==> src/logic/lsu_settings.svh <==
`ifndef LSU_SETTINGS_SVH
`define LSU_SETTINGS_SVH

// data sram geometry
// word address bits, 256 words of 32 bits
`define LSU_RAM_AW 8

// stage bus widths

// ex -> mem
// {pc[31:0], res_from_mem, rf_we, rd[4:0], alu_result[31:0],
//  addr_lo[1:0], is_byte, is_half, is_unsigned}
// 32 + 1 + 1 + 5 + 32 + 2 + 3
`define LSU_EX_MEM_W 76

// mem -> wb
// {rf_we, rd[4:0], wdata[31:0], pc[31:0]}
// 1 + 5 + 32 + 32
`define LSU_MEM_WB_W 70

`endif

==> src/logic/wb_stage.sv <==
`include "lsu_settings.svh"

module wb_stage (
    input  logic                     clk,
    input  logic                     resetn,
    // mem side
    output logic                     wb_allowin,
    input  logic                     mem_to_wb_valid,
    input  logic [`LSU_MEM_WB_W-1:0] mem_to_wb_bus,
    // retire port
    input  logic                     out_ready,
    output logic                     debug_wb_valid,
    output logic [31:0]              debug_wb_pc,
    output logic                     debug_wb_rf_we,
    output logic [4:0]               debug_wb_rf_wnum,
    output logic [31:0]              debug_wb_rf_wdata
);

    logic        wb_valid;
    logic        wb_ready_go;
    logic        wb_rf_we;
    logic [4:0]  wb_rd;
    logic [31:0] wb_wdata;
    logic [31:0] wb_pc;

    // retiring is the only way out, so out_ready is the go signal
    assign wb_ready_go = out_ready;
    assign wb_allowin  = ~wb_valid | wb_ready_go;

    always_ff @(posedge clk) begin
        if (!resetn) begin
            wb_valid <= 1'b0;
        end else if (wb_allowin) begin
            wb_valid <= mem_to_wb_valid;
        end
    end

    // held while out_ready is low, so the debug fields stay put
    always_ff @(posedge clk) begin
        if (mem_to_wb_valid && wb_allowin) begin
            {wb_rf_we, wb_rd, wb_wdata, wb_pc} <= mem_to_wb_bus;
        end
    end

    assign debug_wb_valid    = wb_valid;
    assign debug_wb_pc       = wb_pc;
    assign debug_wb_rf_we    = wb_rf_we & wb_valid;   // low for stores
    assign debug_wb_rf_wnum  = wb_rd;
    assign debug_wb_rf_wdata = wb_wdata;

endmodule

==> config.mk <==
export PLATFORM = sky130hd
export DESIGN_NAME = wb_stage
export DESIGN_NICKNAME = d
export VERILOG_FILES = /design/src/logic/wb_stage.sv
export VERILOG_INCLUDE_DIRS = /design/src /design/src/logic
export SDC_FILE = /design/constraint.sdc
export NUM_CORES = 1
export LEC_CHECK = 0
export ABC_AREA = 1
export BUFFER_PORTS_ARGS = -buffer_cell sky130_fd_sc_hd__buf_2
export CAP_MARGIN = 20
export CORE_MARGIN = 8
export CORE_UTILIZATION = 40
export CTS_CLUSTER_DIAMETER = 30
export DETAILED_ROUTE_END_ITERATION = 12
export GPL_ROUTABILITY_DRIVEN = 0
export GPL_TIMING_DRIVEN = 0
export PLACE_DENSITY = 0.86
export REMOVE_ABC_BUFFERS = 1
export SLEW_MARGIN = 25
export SYNTH_ARGS = -nofsm -noshare
export SYNTH_HDL_FRONTEND = slang
export SYNTH_SLANG_ARGS = --single-unit
==> constraint.sdc <==
create_clock -name clk -period 6.1 [get_ports clk]
set_input_delay 0.61 -clock clk [delete_from_list [all_inputs] [get_ports clk]]
set_output_delay 0.61 -clock clk [all_outputs]
set_load 0.05 [all_outputs]
# --- Word level (Yosys, flattened, before mapping) ---
# Index checks and enable logic that the tools add are counted.
totals:
  ff_bits: 71
  latchBits: 0
  mem_bits_rw: 0
  rom_bits: 0
  inputBits: 74
  out_inout_bits: 72
  word_cells: 9
  n_memories: 0
op_classes:
  add_sub_neg: 0
  n_mul: 0
  div: 0
  n_lt_le_gt_ge: 0
  eq_ne: 0
  n_shift: 0
  mux: 0
  bitwise_logic: 3
  n_reduce_logical: 1
ops:
  columns: ["op", "count"]
  rows:
  - ["AND 1 bit", 1]
  - ["logical AND 1 bit", 1]
  - ["NOT 1 bit", 1]
  - ["OR 1 bit", 1]

# --- Longest topological paths before layout ---
# Gate-level depths: netlist of the first run.
logic_depth:
  word_depth: 3
  ltp_mapped: 3
  ltp_nobuf: 3

# --- Worst setup path before layout of the first run ---
# No wires, ideal clock.
synth_path:
  path_kind: "input -> register"
  startpoint: "input port mem_to_wb_valid"
  endpoint: "register wb_pc[0] (netlist: debug_wb_pc[0]), enable pin"
  setup_time_ns: 0.521
  arrival_ns: 4.060
  required_ns: 5.579
  path_slack_ns: 1.519
  stages: 2
  path_buffers: 0
  cell_sequence: "inv_1 a21oi_1"
synth_between:
  elab_chain_len: 1
synth_rtl:
  columns: ["item", "line", "rtl"]
  rows:
  - ["from (decl)", "wb_stage.sv:8", "input logic mem_to_wb_valid,"]
  - ["logical AND 1 bit", "wb_stage.sv:40", "if (mem_to_wb_valid && wb_allowin) begin"]
  - ["to (signal assigned)", "wb_stage.sv:41", "{wb_rf_we, wb_rd, wb_wdata, wb_pc} <= mem_to_wb_bus;"]
  - ["to (decl)", "wb_stage.sv:24", "logic [31:0] wb_pc;"]
# Every way passes these cells.
# A chain may end at the register's enable or synchronous reset.

# --- Worst setup path in the final report of the first run ---
layout_path:
  startpoint: "register wb_valid (netlist: debug_wb_valid)"
  endpoint: "output port debug_wb_rf_we"
layout_between:
  elab_chain_len: 1
layout_rtl:
  columns: ["item", "line", "rtl"]
  rows:
  - ["from (decl)", "wb_stage.sv:19", "logic wb_valid;"]
  - ["from (signal assigned)", "wb_stage.sv:34", "wb_valid <= mem_to_wb_valid;"]
  - ["AND 1 bit", "wb_stage.sv:47", "assign debug_wb_rf_we = wb_rf_we & wb_valid;"]
  - ["to (decl)", "wb_stage.sv:14", "output logic debug_wb_rf_we,"]
# Every way passes these cells.

==> run_results.csv, run 1 <==
group,metric,value,unit
sta,tns,0,ns
route,ant_nets,0,
logic_synthesis,synth_cell_types,7,
sta,fin_ws,4.35,ns
clock_network,clock-root-buffer,"clkbuf_8",
route,wl_per_cell,17.3,um
clock_network,clock-sinks,71,
logic_synthesis,syn-instance-count,79,
final_layout,drive_above_1_share,67.1,%
pwr,p_per_area,333,nW/um2
final_layout,final_core_utilization,62.6,%
worst_setup_path,ff2ff_path_depth,2,
logic_synthesis,yosysWarnings,0,
floorplan,ios,146,
worst_setup_path,crit_path_end_kind,"output pin",
worst_setup_path,crit_path_end,"debug_wb_rf_we",
sta,fmax,0.572,GHz
worst_setup_path,slowest_delay,0.44,ns
place,dp_hpwl,4.46,mm
logic_synthesis,synth.avg_cell_area,27.4,um2
sta,rsz0062_at_grt,"no",
clock_network,cts_made_buffers,9,
sta,tightestPinTransition,0.561,ns
pwr,p_seq_share,53.5,%
sta,maxSlewViolCount,0,
clock_network,cts_tree,"built",
pwr,combPwrFrac,15.6,%
place,place_inst,297,
route,drtIter0Drc,41,
route,drc_errors,0,
route,via_per_inst,4.29,
logic_synthesis,syn_area,2160,um2
floorplan,die_w,89.5,um
logic_synthesis,synth_seq_area_share,98.2,%
route,wirelength,5.41,mm
floorplan,initial_core_util,41.8,%
global_route,grt_max_degree,26,
worst_setup_path,critPathSlowestCell,"dfxtp_1",
sta,hold_violations,0,
worst_setup_path,critical_path_arrival,1.14,ns
pwr,ir_worst_vdd,0.183,mV
final_layout,num_antenna_cells,0,
global_route,track_usage,13.4,%
sta,fin_crit_sh,28.7,%
pwr,power.total,1080,uW
outcome,status,"complete, no violations",
worst_setup_path,reg2reg_slack,4.68,ns
flow_run,cap_violations,0,
final_layout,area_growth,49.7,%
worst_setup_path,cp-startpoint,"debug_wb_valid",
clock_network,cts.clk_slew.worst_paths,0.07,ns
global_route,grt_pass1_vias,1509,
worst_setup_path,path_cells,"nand2_1 -> inv_1 -> buf_2",
clock_network,postCtsSetupBuffers,0,
final_layout,finish.net_count,312,
global_route,overflow,0,
sta,period_minus_slack,1.75,ns
clock_network,hold_buffers,0,
floorplan,dieHeight,89.5,um
clock_network,h-tree-depth,3,
worst_setup_path,r2r-end,"debug_wb_rf_wdata[6]",
clock_network,cts_buffer_depth,2,
worst_setup_path,reg2reg_from,"debug_wb_valid",
place,post-place-ws,4.28,ns
worst_setup_path,critPathBufInv,2,
global_route,antenna_found_initial,3,
pwr,internal_power,793,uW
global_route,grt_pass1_wl,7.56,mm
floorplan,fp.dieArea,8010,um2
sta,setup_viol,0,
worst_hold_path,hold_path_class,"in -> reg",
worst_setup_path,crit_fanout,4,
worst_setup_path,cp_top_family,"flip-flops",
pwr,swShare,26.4,%
final_layout,final_cells,313,
pwr,switchingPower,284,uW
clock_network,cts_resized,0,
route,dr_total_vias,1343,
worst_setup_path,cp.depth,3,
floorplan,coreArea,5170,um2
place,io_buffers,145,
clock_network,clk_latency,0.32,ns
logic_synthesis,ys_ff_latch,71,
pwr,power.leakage,0.00141,uW
pwr,pwr-share-clk,30.8,%
worst_setup_path,start_kind,"register",
floorplan,rows,26,
sta,clock_skew,0.00783,ns
worst_setup_path,crit_type,"reg -> out",
route,drt_pass1_iterations,4,
sta,slew_headroom,62.5,%
worst_setup_path,critPathRequiredTime,5.49,ns
## power by group through the flow
stage | clock network, uW | logic [uW] | registers, uW
CTS | 343 | 171 | 577
floorplan | 0 | 12.1 | 688
global route | 365 | 175 | 579
detailed placement | 0 | 171 | 588
finish | 332 | 168 | 577
global placement | 0 | 160 | 591
## registers in the layout (all words and copies together), names as in the netlist
signal             count
debug_wb_pc           32
debug_wb_rf_wdata     32
debug_wb_rf_wnum       5
wb_rf_we               1
debug_wb_valid         1
## metrics by stage
stage	hold WS, ns	cell area, um2
floorplan	0.709	2160
global placement	0.485	2970
detailed placement	0.551	3060
CTS	0.438	3240
global route	0.434	3240
finish	0.460	3240
## how the worst min path moves through the flow
stage / startpoint / end / slack, ns / cells past startpoint
6_report: mem_to_wb_bus[69] / wb_rf_we / 0.46 / 1
2_1_floorplan: mem_to_wb_bus[0] / debug_wb_pc[0] / 0.71 / 0
3_3_place_gp: debug_wb_valid / debug_wb_valid / 0.49 / 2
4_1_cts: mem_to_wb_bus[30] / debug_wb_pc[30] / 0.44 / 1
3_5_place_dp: debug_wb_valid / debug_wb_valid / 0.55 / 2
5_1_grt: mem_to_wb_bus[63] / debug_wb_rf_wdata[31] / 0.43 / 1
## logic make-up after synthesis
group	count (synthesis)	share of synthesized area, %
DFF	71	98.2
buffers and inverters	4	0.695
and+or+nand+nor	2	0.463
AOI/OAI and AO/OA	2	0.637
## routing by layer
metal  up-vias  track usage, %  wire [um]
met5         -               0         36
met3        11            8.18        771
met2        80            22.8       2850
met4         6            7.25         45
met1       617            12.2       1710
li1        629               -          -
## cell usage in the layout, fill, tap and decap left out
cell | synthesis | routed
inv_1 | 4 | 4
nand2_2 | 1 | 1
a21oi_4 | 0 | 1
dfxtp_1 | 1 | 1
buf_16 | 0 | 2
nand2_1 | 1 | 1
clkbuf_1 | 0 | 4
buf_2 | 0 | 145
buf_8 | 0 | 1
a21oi_2 | 1 | 1
clkbuf_8 | 0 | 12
edfxtp_1 | 70 | 70
## synth_stat cells
master    count  area share (%)
inv_1         4            0.69
a21oi_2       1            0.41
nand2_2       1            0.29
edfxtp_1     70              97
a21oi_1       1            0.23
dfxtp_1       1            0.93
nand2_1       1            0.17
## layout make-up
class	count	area (um2)
timing repair buffer	148	796
inverter	4	15.0
tap	70	87.6
fill	385	1940
clock buffer	16	180
sequential	71	2120
multi-input combinational	4	35.0
No activity file was read; power rests on OpenSTA's default activity.
==> run 2: changes to the inputs <==
--- a/config.mk
+++ b/config.mk
@@ -10,12 +10,12 @@
 export BUFFER_PORTS_ARGS = -buffer_cell sky130_fd_sc_hd__buf_2
 export CAP_MARGIN = 20
 export CORE_MARGIN = 8
-export CORE_UTILIZATION = 40
+export CORE_UTILIZATION = 37
 export CTS_CLUSTER_DIAMETER = 30
 export DETAILED_ROUTE_END_ITERATION = 12
 export GPL_ROUTABILITY_DRIVEN = 0
 export GPL_TIMING_DRIVEN = 0
-export PLACE_DENSITY = 0.86
+export PLACE_DENSITY = 0.84
 export REMOVE_ABC_BUFFERS = 1
 export SLEW_MARGIN = 25
 export SYNTH_ARGS = -nofsm -noshare
==> constraint.sdc (replaced) <==
create_clock -name clk -period 1.6 [get_ports clk]
set_input_delay 0.16 -clock clk [delete_from_list [all_inputs] [get_ports clk]]
set_output_delay 0.16 -clock clk [all_outputs]
set_load 0.05 [all_outputs]
==> run 2 against run 1 <==
Compared with the run above:
- register-to-register slack got worse by 4.6 ns
- die area up 6.6%
- sequential share of layout area shrank 11 points
- cell count grew 23%
- critical path depth is the same
- combinational power rose to 4.6 times the previous value
- via count up 19%
- clock skew fell by 0.00066 ns
- critical endpoint is now debug_wb_rf_wdata[4]
- largest cell class unchanged
==> run_results.csv, run 2 (same netlist as run 1, synthesis figures left out) <==
group,metric,value,unit
outcome,status,"complete, no violations",
place,dp_hpwl,4.47,mm
worst_setup_path,crit_fanout,25,
worst_setup_path,crit_path_end_kind,"register",
global_route,grt_pass1_vias,1882,
worst_setup_path,critPathSlowestCell,"a21oi_4",
global_route,track_usage,14.8,%
global_route,grt_pass1_wl,9.64,mm
clock_network,cts_resized,0,
route,ant_nets,0,
sta,tightestPinTransition,0.447,ns
route,wl_per_cell,16.5,um
worst_setup_path,start_kind,"register",
final_layout,final_core_utilization,67.7,%
clock_network,clock-root-buffer,"clkbuf_8",
sta,hold_violations,0,
route,drc_errors,0,
place,post-place-ws,0.0858,ns
sta,fin_crit_sh,94.1,%
sta,fmax,0.664,GHz
route,dr_total_vias,1603,
sta,clock_skew,0.00717,ns
clock_network,cts.clk_slew.worst_paths,0.06,ns
pwr,power.leakage,0.00169,uW
worst_setup_path,critical_path_arrival,1.54,ns
route,wirelength,6.34,mm
flow_run,cap_violations,0,
sta,maxSlewViolCount,0,
floorplan,die_w,92.4,um
pwr,ir_worst_vdd,0.673,mV
final_layout,finish.net_count,379,
worst_setup_path,critPathRequiredTime,1.63,ns
clock_network,cts_buffer_depth,2,
final_layout,num_antenna_cells,0,
worst_setup_path,critPathBufInv,2,
global_route,grt_max_degree,26,
place,io_buffers,145,
route,drt_pass1_iterations,4,
pwr,p_per_area,1090,nW/um2
floorplan,dieHeight,92.4,um
final_layout,area_growth,81.0,%
floorplan,fp.dieArea,8540,um2
clock_network,cts_tree,"built",
clock_network,cts_made_buffers,9,
worst_setup_path,path_cells,"a21oi_4 -> buf_8 -> buf_16",
floorplan,coreArea,5780,um2
clock_network,clock-sinks,71,
floorplan,rows,28,
sta,period_minus_slack,1.51,ns
sta,slew_headroom,70.1,%
global_route,antenna_found_initial,0,
clock_network,clk_latency,0.33,ns
final_layout,final_common_cell,"buf_2",
worst_setup_path,cp_top_family,"compound AO/OA/AOI/OAI gates",
floorplan,ios,146,
floorplan,initial_core_util,37.4,%
global_route,overflow,0,
route,via_per_inst,4.16,
worst_setup_path,crit_type,"reg -> reg",
final_layout,most-common-layout-cells,"145 x buf_2, 70 x edfxtp_1, 67 x dlygate4sd3_1, 9 x clkbuf_8, 4 x inv_1",
sta,fin_ws,0.0948,ns
route,drtIter0Drc,63,
sta,rsz0062_at_grt,"no",
final_layout,drive_above_1_share,52.6,%
worst_setup_path,slowest_delay,0.42,ns
worst_hold_path,hold_path_class,"in -> reg",
sta,tns,0,ns
clock_network,postCtsSetupBuffers,0,
sta,setup_viol,0,
clock_network,h-tree-depth,3,
run 2: cell types whose count changed in the layout (fill, tap and decap cells not counted), sizes merged:
cell / previous run / this run
bufinv: 0 / 1
clkbuf: 16 / 10
dlygate4sd3: 0 / 67
clkinv: 0 / 5
run 2: final cells by class:
| type | instances | area (um2) |
|---|---|---|
| flip-flops and latches | 71 | 2120 |
| multi-input cells | 4 | 35.0 |
| clock inverters | 6 | 51.3 |
| fillers | 427 | 1870 |
| inverters | 4 | 15.0 |
| repair buffers | 215 | 1470 |
| well taps | 75 | 93.8 |
| clock buffers | 10 | 128 |
run 2: final timing paths:
path	startpoint	end	slack (ns)	cells after the start
hold / removal	mem_to_wb_bus[52]	debug_wb_rf_wdata[20]	0.03	1
hold reg to reg	debug_wb_valid	debug_wb_valid	0.56	2
setup / recovery	debug_wb_valid	debug_wb_rf_wdata[4]	0.09	3
setup reg to reg	debug_wb_valid	debug_wb_rf_wdata[4]	0.09	3
run 2: layer usage:
metal / up-vias / global-route usage [%] / wire, um
met5: - / 0 / 0
met4: 0 / 7.38 / 119
met3: 11 / 6.72 / 718
met2: 90 / 25.9 / 3260
met1: 741 / 14.3 / 2240
li1: 761 / - / -
run 2: metrics by stage:
stage | std cells | cell area (um2) | hold WS [ns] | power (uW)
after detailed placement | 302 | 3060 | 0.338 | 2890
after global routing | 385 | 3910 | 0.00277 | 4430
after CTS | 385 | 3910 | 0.00120 | 4330
after global placement | 299 | 2980 | 0.337 | 2860
final | 385 | 3910 | 0.0256 | 4280
after floorplan | 79 | 2160 | 0.259 | 2670
run 2: repair_timing:
item                                    in CTS  in global routing
endpoints found under the setup margin       0                  0
endpoints found under the hold margin       67                  0
hold buffers                                67                  0
run 2: power by group:
part,leakage (uW),internal (uW),switching (uW)
Clock,0.0000925,699,598
Combinational,0.000916,262,514
Sequential,0.000686,2170,29.3
Total,0.00169,3130,1140
