--- config.mk ---
export PLATFORM = sky130hd
export DESIGN_NAME = mem_stage
export DESIGN_NICKNAME = d
export VERILOG_FILES = /design/src/logic/lsu_pkg.sv /design/src/logic/mem_stage.sv
export VERILOG_INCLUDE_DIRS = /design/src /design/src/logic
export SDC_FILE = /design/constraint.sdc
export NUM_CORES = 1
export LEC_CHECK = 0
export ABC_CLOCK_PERIOD_IN_PS = 2700
export BUFFER_PORTS_ARGS = -buffer_cell sky130_fd_sc_hd__buf_4
export CAP_MARGIN = 25
export CORE_MARGIN = 8
export CORE_UTILIZATION = 40
export DETAILED_ROUTE_END_ITERATION = 6
export PLACE_DENSITY = 0.84
export SYNTH_ARGS = -nofsm -noshare
export SYNTH_HDL_FRONTEND = slang
export SYNTH_SLANG_ARGS = --single-unit
--- constraint.sdc ---
create_clock -name clk -period 2.7 [get_ports clk]
set_clock_uncertainty 0.15 [all_clocks]
set_input_delay 0.54 -clock clk [delete_from_list [all_inputs] [get_ports clk]]
set_output_delay 0.54 -clock clk [all_outputs]
set_load 0.03 [all_outputs]
--- src/logic/lsu_settings.svh ---
`ifndef LSU_SETTINGS_SVH
`define LSU_SETTINGS_SVH

// data sram geometry
// word address bits, 256 words of 32 bits
`define LSU_RAM_AW 8

// stage bus widths

// ex -> mem
// {pc[31:0], res_from_mem, rf_we, rd[4:0], alu_result[31:0],
//  addr_lo[1:0], is_byte, is_half, is_unsigned}
// 32 + 1 + 1 + 5 + 32 + 2 + 3
`define LSU_EX_MEM_W 76

// mem -> wb
// {rf_we, rd[4:0], wdata[31:0], pc[31:0]}
// 1 + 5 + 32 + 32
`define LSU_MEM_WB_W 70

`endif

--- src/logic/lsu_pkg.sv ---
package lsu_pkg;

    // operation select coming in with each instruction
    // loads and stores are grouped so that size and sign
    // fall out of simple set membership in ex
    typedef enum logic [3:0] {
        op_alu   = 4'd0,   // rd = base + offset
        op_ld_b  = 4'd1,
        op_ld_h  = 4'd2,
        op_ld_w  = 4'd3,
        op_ld_bu = 4'd4,
        op_ld_hu = 4'd5,
        op_st_b  = 4'd6,
        op_st_h  = 4'd7,
        op_st_w  = 4'd8
    } lsu_op_e;

    // one sram word, three views of the same 32 bits
    // half[0] / lane[0] are the least significant
    typedef union packed {
        logic [31:0]       word;
        logic [1:0][15:0]  half;   // selected by addr[1]
        logic [3:0][7:0]   lane;   // selected by addr[1:0]
    } sram_word_u;

endpackage

--- src/logic/mem_stage.sv ---
`include "lsu_settings.svh"

module mem_stage import lsu_pkg::*; (
    input  logic                     clk,
    input  logic                     resetn,
    // ex side
    output logic                     mem_allowin,
    input  logic                     ex_to_mem_valid,
    input  logic [`LSU_EX_MEM_W-1:0] ex_to_mem_bus,
    // wb side
    input  logic                     wb_allowin,
    output logic                     mem_to_wb_valid,
    output logic [`LSU_MEM_WB_W-1:0] mem_to_wb_bus,   // {rf_we, rd, wdata, pc}
    // read data, one cycle after the request issued by ex
    input  logic [31:0]              data_sram_rdata
);

    logic        mem_valid;
    logic [31:0] mem_pc;
    logic        mem_res_from_mem;   // load
    logic        mem_rf_we;
    logic [4:0]  mem_rd;
    logic [31:0] mem_alu_result;
    logic [1:0]  mem_addr_lo;
    logic        mem_is_byte;
    logic        mem_is_half;
    logic        mem_is_unsigned;

    sram_word_u  rd_word;
    logic [7:0]  ld_byte;
    logic [15:0] ld_half;
    logic [31:0] ld_result;
    logic [31:0] mem_rf_wdata;

    assign mem_allowin     = ~mem_valid | wb_allowin;   // read data is always there in time
    assign mem_to_wb_valid = mem_valid;

    always_ff @(posedge clk) begin
        if (!resetn) begin
            mem_valid <= 1'b0;
        end else if (mem_allowin) begin
            mem_valid <= ex_to_mem_valid;
        end
    end

    always_ff @(posedge clk) begin
        if (ex_to_mem_valid && mem_allowin) begin
            {mem_pc, mem_res_from_mem, mem_rf_we, mem_rd,
             mem_alu_result, mem_addr_lo,
             mem_is_byte, mem_is_half, mem_is_unsigned} <= ex_to_mem_bus;
        end
    end

    // sram output is held while we stall, ex sends nothing new
    assign rd_word.word = data_sram_rdata;
    assign ld_byte      = rd_word.lane[mem_addr_lo];
    assign ld_half      = rd_word.half[mem_addr_lo[1]];

    always_comb begin
        if (mem_is_byte) begin
            ld_result = {{24{~mem_is_unsigned & ld_byte[7]}}, ld_byte};
        end else if (mem_is_half) begin
            ld_result = {{16{~mem_is_unsigned & ld_half[15]}}, ld_half};
        end else begin
            ld_result = rd_word.word;
        end
    end

    assign mem_rf_wdata = mem_res_from_mem ? ld_result : mem_alu_result;

    assign mem_to_wb_bus = {mem_rf_we & mem_valid,   // 1
                            mem_rd,                  // 5
                            mem_rf_wdata,            // 32
                            mem_pc};                 // 32
endmodule

# After elaboration in Yosys (flattened, before gate mapping)
# Index checks and enable logic that the tools add are counted.
# totals
ff_bits,77
inputBits,112
output_inout_bits,72
word_cells,26
# classes
n_lt_le_gt_ge,2
muxes,7
bitwise,6
n_reduce_logical,1
# ops
op,n
$mux W32,3
$mux W16,2
$bmux W8 S2,1
$mux W8,1
$and A1 B1 Y1,3
$lt A2 B3 Y1 const B,1
$lt A1 B2 Y1 const B,1
$not A1 Y1,2
$logic_and A1 B1 Y1,1
$or A1 B1 Y1,1

# Longest topological paths before layout
# Gate-level depths: netlist of run 1.
# logic_depth
ltp_word,6
mapped_depth,6
depth_no_buf,4

# Worst setup path before layout of run 1
# OpenSTA, ideal clock, no wires.
# synth_timing
kind,input port to flip-flop
startpoint,input wb_allowin
endpoint,register mem_addr_lo[0] (enable)
setup_time_ps,442
arrival_time_ps,2693
t_required_ps,2108
slack_ps,-585
cell_stages,2
path_buffers,0
cell_sequence,nand2b_1 and2_1
# synth_via
elab_chain_cells,2
# synth_lines
item,line_no,rtl
start: declaration,mem_stage.sv:11,"input logic wb_allowin,"
$or A1 B1 Y1,mem_stage.sv:35,assign mem_allowin = ~mem_valid | wb_allowin;
$logic_and A1 B1 Y1,mem_stage.sv:47,if (ex_to_mem_valid && mem_allowin) begin
end: declaration,mem_stage.sv:24,logic [1:0] mem_addr_lo;
# No other way between the ends.
# A chain may end at the register's enable or synchronous reset.

# Final worst setup path of run 1
# layout_timing
startpoint,register mem_addr_lo[1]
endpoint,output mem_to_wb_bus[48]
# layout_via
elab_chain_cells,6
elab_cells_between_ends,9
classes_between,mux (7); bitwise (2)
# layout_lines
item,line_no,rtl
$mux W16 (not written as such) (2 in a row),mem_stage.sv:57,assign ld_half = rd_word.half[mem_addr_lo[1]];
$and A1 B1 Y1,mem_stage.sv:63,"ld_result = {{16{~mem_is_unsigned & ld_half[15]}}, ld_half};"
$mux W32,mem_stage.sv:62,end else if (mem_is_half) begin
$mux W32 (*),mem_stage.sv:60,if (mem_is_byte) begin
$mux W32 (*),mem_stage.sv:69,assign mem_rf_wdata = mem_res_from_mem ? ld_result : mem_alu_result;
end: declaration,mem_stage.sv:13,"output logic [`LSU_MEM_WB_W-1:0] mem_to_wb_bus,"
# Mark *: on every way between the ends. The rest lies on a longest branch, timed or not. The select of a mux whose other input is x is not followed.

==> results of run 1 <==
-- metal layers --
metal	GRT usage	vias to the layer above	share of wire
li1	-	1276	-
met4	0.0499	0	0.0088
met3	0.0940	10	0.12
met2	0.317	136	0.50
met5	0	-	0
met1	0.202	1276	0.37
-- timing repair --
item | in CTS | in global routing
gates resized for setup | 25 | 6
endpoints found under the setup margin | 24 | 32
gates cloned | 0 | 0
hold buffers | 0 | 0
buffers inserted | 1 | 1
-- path summary, 6_finish.rpt --
check,start,end,slack (ns)
setup reg to reg,mem_to_wb_valid,mem_alu_result[6],1.19
setup / recovery,mem_addr_lo[1],mem_to_wb_bus[48],0.0002
hold reg to reg,mem_to_wb_valid,mem_to_wb_valid,0.47
hold / removal,ex_to_mem_bus[34],mem_alu_result[29],0.20
-- sequential cells by signal, indices dropped and copies added (netlist names) --
register	flops
mem_is_unsigned	1
mem_is_half	1
mem_rf_we	1
mem_is_byte	1
mem_alu_result	32
mem_rd	5
mem_to_wb_valid	1
mem_res_from_mem	1
mem_addr_lo	2
mem_pc	32
-- kinds of logic after synthesis --
kind of cell | count (synthesis)
flip-flops | 77
buffers and inverters | 25
AO/OA/AOI/OAI | 67
AND/OR/NAND/NOR | 34
multiplexers | 26
-- Yosys cell counts --
library cell	count	area, um^2
nor2b_1	10	62.6
and3b_1	1	8.76
o21a_1	8	60.1
and2_1	2	12.5
o22ai_1	8	50.1
nand2_4	2	22.5
buf_2	2	10.0
nor3b_2	1	12.5
buf_4	1	7.51
o21ai_1	8	40.0
mux4_1	1	26.3
inv_1	9	33.8
clkbuf_1	10	37.5
nand2b_1	1	6.26
o211ai_1	8	60.1
nand3b_1	1	7.51
mux4_2	7	158
nand2_1	16	60.1
mux2_4	2	30.0
a22oi_4	1	21.3
a21boi_0	1	7.51
mux2_1	8	90.1
inv_2	1	3.75
dfxtp_1	1	20.0
o21ai_0	1	5.00
a21oi_1	16	80.1
edfxtp_1	76	2280
o22a_1	16	140
mux2i_1	8	80.1
buf_6	2	22.5
-- cell type report --
class	instances	area (um^2)
fillers	677	3270
clock inverters	7	58.8
repair buffers	194	1580
multi-input cells	127	1050
flip-flops and latches	77	2300
well taps	108	135
clock buffers	9	124
inverters	10	37.5
-- power breakdown --
group	switching [W]	internal [W]
Combinational	0.000386	0.000334
Sequential	0.0000247	0.00140
Clock	0.000470	0.000346
Total	0.000881	0.00208
-- cell usage in the layout (no fill, tap or decap), drive strengths merged --
master | netlist | routed
o211ai | 8 | 8
nand2b | 1 | 1
inv | 10 | 12
and3b | 1 | 1
a21boi | 1 | 1
and2 | 2 | 2
clkbuf | 10 | 9
nor2b | 10 | 10
a22oi | 1 | 1
nand3b | 1 | 1
nand2 | 18 | 18
a21oi | 16 | 16
dfxtp | 1 | 1
mux2 | 10 | 10
nor3b | 1 | 1
o21ai | 9 | 9
mux4 | 8 | 8
buf | 5 | 194
o21a | 8 | 8
clkinv | 0 | 4
o22a | 16 | 16
clkinvlp | 0 | 1
mux2i | 8 | 8
o22ai | 8 | 8
edfxtp | 76 | 76
-- metrics by stage --
step	hold WS (ns)	power, W	cells	utilization	worst slack, ns
CTS	0.188	0.00299	531	0.615	-0.0489
detailed placement	0.475	0.00214	514	0.582	0.267
global route	0.182	0.00307	532	0.618	-0.0738
finish	0.204	0.00296	532	0.618	0.000212
floorplan	0.489	0.00181	229	-	0.234
global placement	0.412	0.00212	514	0.582	0.287
==> reports/metrics.yaml, run 1 <==
run_status:
  status: "complete, no violations"
global_routing:
  grt_pass1_wl_um: 16400
  track_usage: 0.187
  antenna_found_initial: 0
  overflow: 0
  grt_pass1_vias: 2955
  grt_max_degree: 77
synth:
  yosys-mux-area-fraction: 0.111
  yosysUniqueCellTypes: 30
  ys_ff_latch: 77
  syn_nets: 341
  synth_seq_area_share: 0.666
  yosys.area_share.simple: 0.0557
  netlist_area_um2: 3460
  synth_compound_area_frac: 0.134
  synth_top_family_by_area: "compound AO/OA/AOI/OAI gates"
  postSynthCellCount: 229
  synth_xor_area_frac: 0
  yosysWarnings: 0
  avgSynthCellArea_um2: 15.1
  synth_adder_area_share: 0
worst_setup_path:
  crit_fanout: 16
  crit_family: "compound AO/OA/AOI/OAI gates"
  crit_chain: "buf_6 > mux2_4 > a22oi_4 > nand2_4 > o22a_1 > buf_6"
  critical_path_class: "flip-flop to output port"
  cp-start-kind: "flip-flop"
  cp_data_required_time_ns: 2.01
  crit_path_end_kind: "output port"
  path_common_cell: "buf_6"
  path_depth: 6
  arrival_ns: 2.01
  crit_slowest_cell: "edfxtp_1"
  reg2reg_depth: 3
  critPathMaxStageDelay_ns: 0.39
  worst-path-buf-inv: 2
clock_tree:
  clock_path_buffers: 2
  htreeDepth: 3
  cts_made_buffers: 9
  clk_latency_ns: 0.35
  clk_pin_slew_ns: 0.09
  clock_sinks: 77
  cts_root_buf: "clkbuf_8"
  cts_tree: "yes"
routing:
  detail_route.iter0.violations: 146
  wire_per_inst_um: 20.8
  vias_per_cell: 5.07
  detail_route.first_pass.iterations: 5
  drt.antenna.violating_nets: 0
  vias: 2698
  wirelength_um: 11100
  drc: 0
sta:
  worstMarginPinSlew_ns: 0.406
  post-route-period-util: 1.00
  timing_hold_violations_final: 0
  fin_setup_tns_ns: 0
  drv_slew: 0
  maxSlewHeadroom: 0.729
  setup_violations: 0
  finalCriticalPeriod_ns: 2.70
  rsz0062_at_grt: "true"
  fmax_ghz: 0.370
cells_and_area:
  fin_nets: 531
  diodes: 0
  final_area_um2: 5280
  drive_gt1_frac: 0.533
  syn2layout_area_growth_pct: 52.8
job:
  cap_viol_max_count: 0
worst_hold_path:
  hp-class: "primary input to flip-flop"
  hold_depth: 1
die:
  core_um2: 8550
  die_x_um: 109
  ioPinCount: 184
  initial_core_util: 0.404
  dieArea_um2: 11900
  fp-row-count: 34
  fp.dieH_um: 109
placed_design:
  place_area_um2: 4970
  dp_hpwl_um: 8750
  port_buffers: 183
  gp_congestion: 0.827
power_and_ir_drop:
  leakage_nw: 2.26
  peakVddDrop_uv: 403
  p_per_area_nw_per_um2: 560
(Power assumes the default switching activity.)
==> run 2, diff against run 1 <==
--- a/config.mk
+++ b/config.mk
@@ -6,13 +6,14 @@
 export SDC_FILE = /design/constraint.sdc
 export NUM_CORES = 1
 export LEC_CHECK = 0
+export ABC_AREA = 1
 export ABC_CLOCK_PERIOD_IN_PS = 2700
 export BUFFER_PORTS_ARGS = -buffer_cell sky130_fd_sc_hd__buf_4
 export CAP_MARGIN = 25
 export CORE_MARGIN = 8
 export CORE_UTILIZATION = 40
 export DETAILED_ROUTE_END_ITERATION = 6
-export PLACE_DENSITY = 0.84
+export PLACE_DENSITY = 0.83
 export SYNTH_ARGS = -nofsm -noshare
 export SYNTH_HDL_FRONTEND = slang
 export SYNTH_SLANG_ARGS = --single-unit
==> reports/metrics.yaml, run 2 <==
clock_tree:
  clock_sinks: 77  # unchanged
  cts_tree: "yes"  # unchanged
  clock_path_buffers: 2  # unchanged
  clk_pin_slew_ns: 0.10  # was 0.09 ns
  cts_made_buffers: 9  # unchanged
  htreeDepth: 3  # unchanged
  cts_root_buf: "clkbuf_8"  # unchanged
  postCtsHoldBufs: 0  # unchanged
  clk_latency_ns: 0.34  # was 0.35 ns
synth:
  yosysUniqueCellTypes: 23  # was 30
  yosysMostFrequentCell: "nand2_1"  # was edfxtp_1
  yosysTopAreaCell: "edfxtp_1"  # unchanged
  synth_common_cells: "nand2_1 (164), edfxtp_1 (76), inv_1 (27)"  # was edfxtp_1 (76), a21oi_1 (16), nand2_1 (16), o22a_1 (16)
  netlist_area_um2: 3720  # was 3460 um^2
  synth_seq_area_share: 0.619  # was 0.666
  postSynthCellCount: 387  # was 229
  synthArstFlopShare: 0  # unchanged
  synth-main-ff-cell: "edfxtp_1"  # unchanged
  syn_nets: 499  # was 341
  ys_ff_latch: 77  # unchanged
  yosysWarnings: 0  # unchanged
  synth_top_cell_area_share: 0.614  # was 0.660
  ys_top_cells_by_area: "edfxtp_1 (61%), nand2_1 (17%), nand3_1 (3.0%), inv_1 (2.7%), nor2_1 (2.2%)"  # was edfxtp_1 (66%), mux4_2 (4.6%), o22a_1 (4.1%), mux2_1 (2.6%), a21oi_1 (2.3%)
  avgSynthCellArea_um2: 9.61  # was 15.1 um^2
  synth_edf_count: 76  # unchanged
routing:
  vias: 3420  # was 2698
  wire_per_inst_um: 17.4  # was 20.8 um
  wirelength_um: 12000  # was 11100 um
  detail_route.iter0.violations: 210  # was 146
  detail_route.first_pass.iterations: 4  # was 5
  drt.antenna.violating_nets: 0  # unchanged
  vias_per_cell: 4.94  # was 5.07
  drc: 0  # unchanged
die:
  fp-row-count: 35  # was 34
  core_um2: 9110  # was 8550 um^2
  die_x_um: 112  # was 109 um
  dieArea_um2: 12600  # was 11900 um^2
  fp.dieH_um: 112  # was 109 um
  ioPinCount: 184  # unchanged
  initial_core_util: 0.408  # was 0.404
cells_and_area:
  final_area_um2: 5500  # was 5280 um^2
  syn2layout_area_growth_pct: 48.0  # was 52.8%
  fin_nets: 689  # was 531
  layout_common_cells: "buf_4 (195), nand2_1 (164), edfxtp_1 (76)"  # was buf_4 (164), edfxtp_1 (76), buf_6 (29)
  layout_commonest_cell: "buf_4"  # unchanged
  diodes: 0  # unchanged
  drive_gt1_frac: 0.411  # was 0.533
sta:
  setup_violations: 0  # unchanged
  fmax_ghz: 0.392  # was 0.370 GHz
  worstMarginPinSlew_ns: 0.516  # was 0.406 ns
  drv_slew: 0  # unchanged
  rsz0062_at_grt: "false"  # was true
  finalCriticalPeriod_ns: 2.55  # was 2.70 ns
  maxSlewHeadroom: 0.656  # was 0.729
  fin_setup_tns_ns: 0  # unchanged
  timing_hold_violations_final: 0  # unchanged
  post-route-period-util: 0.945  # was 1.00
worst_setup_path:
  crit_fanout: 17  # was 16
  crit_path_end_kind: "output port"  # unchanged
  cp_data_required_time_ns: 2.01  # about the same
  cp-start-kind: "flip-flop"  # unchanged
  arrival_ns: 1.86  # was 2.01 ns
  critical_path_class: "flip-flop to output port"  # unchanged
power_and_ir_drop:
  peakVddDrop_uv: 419  # was 403 uV
  p_per_area_nw_per_um2: 539  # was 560 nW/um^2
  total_power_w: 0.00296  # about the same
  leakage_nw: 2.66  # was 2.26 nW
global_routing:
  antenna_found_initial: 0  # unchanged
  grt_max_degree: 72  # was 77
  track_usage: 0.187  # about the same
  grt_pass1_vias: 3724  # was 2955
  grt_pass1_wl_um: 18400  # was 16400 um
  overflow: 0  # unchanged
placed_design:
  place_area_um2: 5180  # was 4970 um^2
  dp_hpwl_um: 8990  # was 8750 um
  gp_congestion: 0.849  # was 0.827
  port_buffers: 183  # unchanged
worst_hold_path:
  hp-class: "primary input to flip-flop"  # unchanged
run_status:
  status: "complete, no violations"  # unchanged
job:
  cap_viol_max_count: 0  # unchanged
## run 2: cell count changes in the layout (fill, tap and decap cells not counted), moves of 9 or more
cell	change
nor2b_1	-10
nand2_2	+11
o22a_1	-16
nand2_1	+148
buf_6	-29
nand3_1	+22
inv_1	+17
nor2_1	+22
buf_4	+31
a21oi_1	-9
## run 2: final timing paths
kind	from	endpoint	slack, ns	cells after the start
max	mem_res_from_mem	mem_to_wb_bus[49]	0.15	4
min reg2reg	mem_to_wb_valid	mem_to_wb_valid	0.46	2
max reg2reg	mem_to_wb_valid	mem_is_byte	1.17	2
min	ex_to_mem_bus[16]	mem_alu_result[11]	0.20	1
## run 2: repair_timing
action                                  CTS  global route
resized for setup                         1             9
cloned                                    2             1
hold endpoints to repair                  0             0
buffers inserted                          3             4
pin swaps                                 1             0
endpoints found under the setup margin   24            26
## run 2: final cells by class
type	count	area, um^2
fill	760	3610
sequential	77	2300
timing repair buffer	197	1500
multi-input combinational	261	1250
tap	111	139
inverter	31	129
clock buffer	9	124
clock inverter	7	56.3
## run 2: worst max-delay path, cell delays in order, from the launching register on
cell	delay, ns
edfxtp_1	0.68
clkinvlp_4	0.44
nand2_1	0.15
nand2_1	0.07
buf_4	0.17
## run 2: per-layer routing
layer	share of wire	vias up	global-route usage
li1	-	1662	-
met2	0.51	164	0.330
met4	0.012	0	0.0755
met5	0	-	0
met3	0.10	15	0.0768
met1	0.38	1579	0.193
## run 2: per-stage QoR
step                      hold slack (ns)  setup slack, ns  utilization  cells
after CTS                           0.190           0.0120        0.594    688
after global routing                0.185         0.000791        0.604    693
after detailed placement            0.440            0.260        0.568    667
after global placement              0.406            0.332        0.568    667
final                               0.203            0.148        0.604    693
after floorplan                     0.489            0.234            -    387
## run 2: cells by family after synthesis
logic type | Yosys count | share of synthesized area
AND/OR/NAND/NOR | 226 | 0.260
buffers and inverters | 52 | 0.0693
AO/OA/AOI/OAI | 32 | 0.0518
flip-flops | 77 | 0.619
## run 2: power by group
| part | switching (W) | internal (W) |
|---|---|---|
| logic | 0.000428 | 0.000294 |
| registers | 0.0000282 | 0.00140 |
| clock network | 0.000473 | 0.000345 |
| total | 0.000929 | 0.00204 |
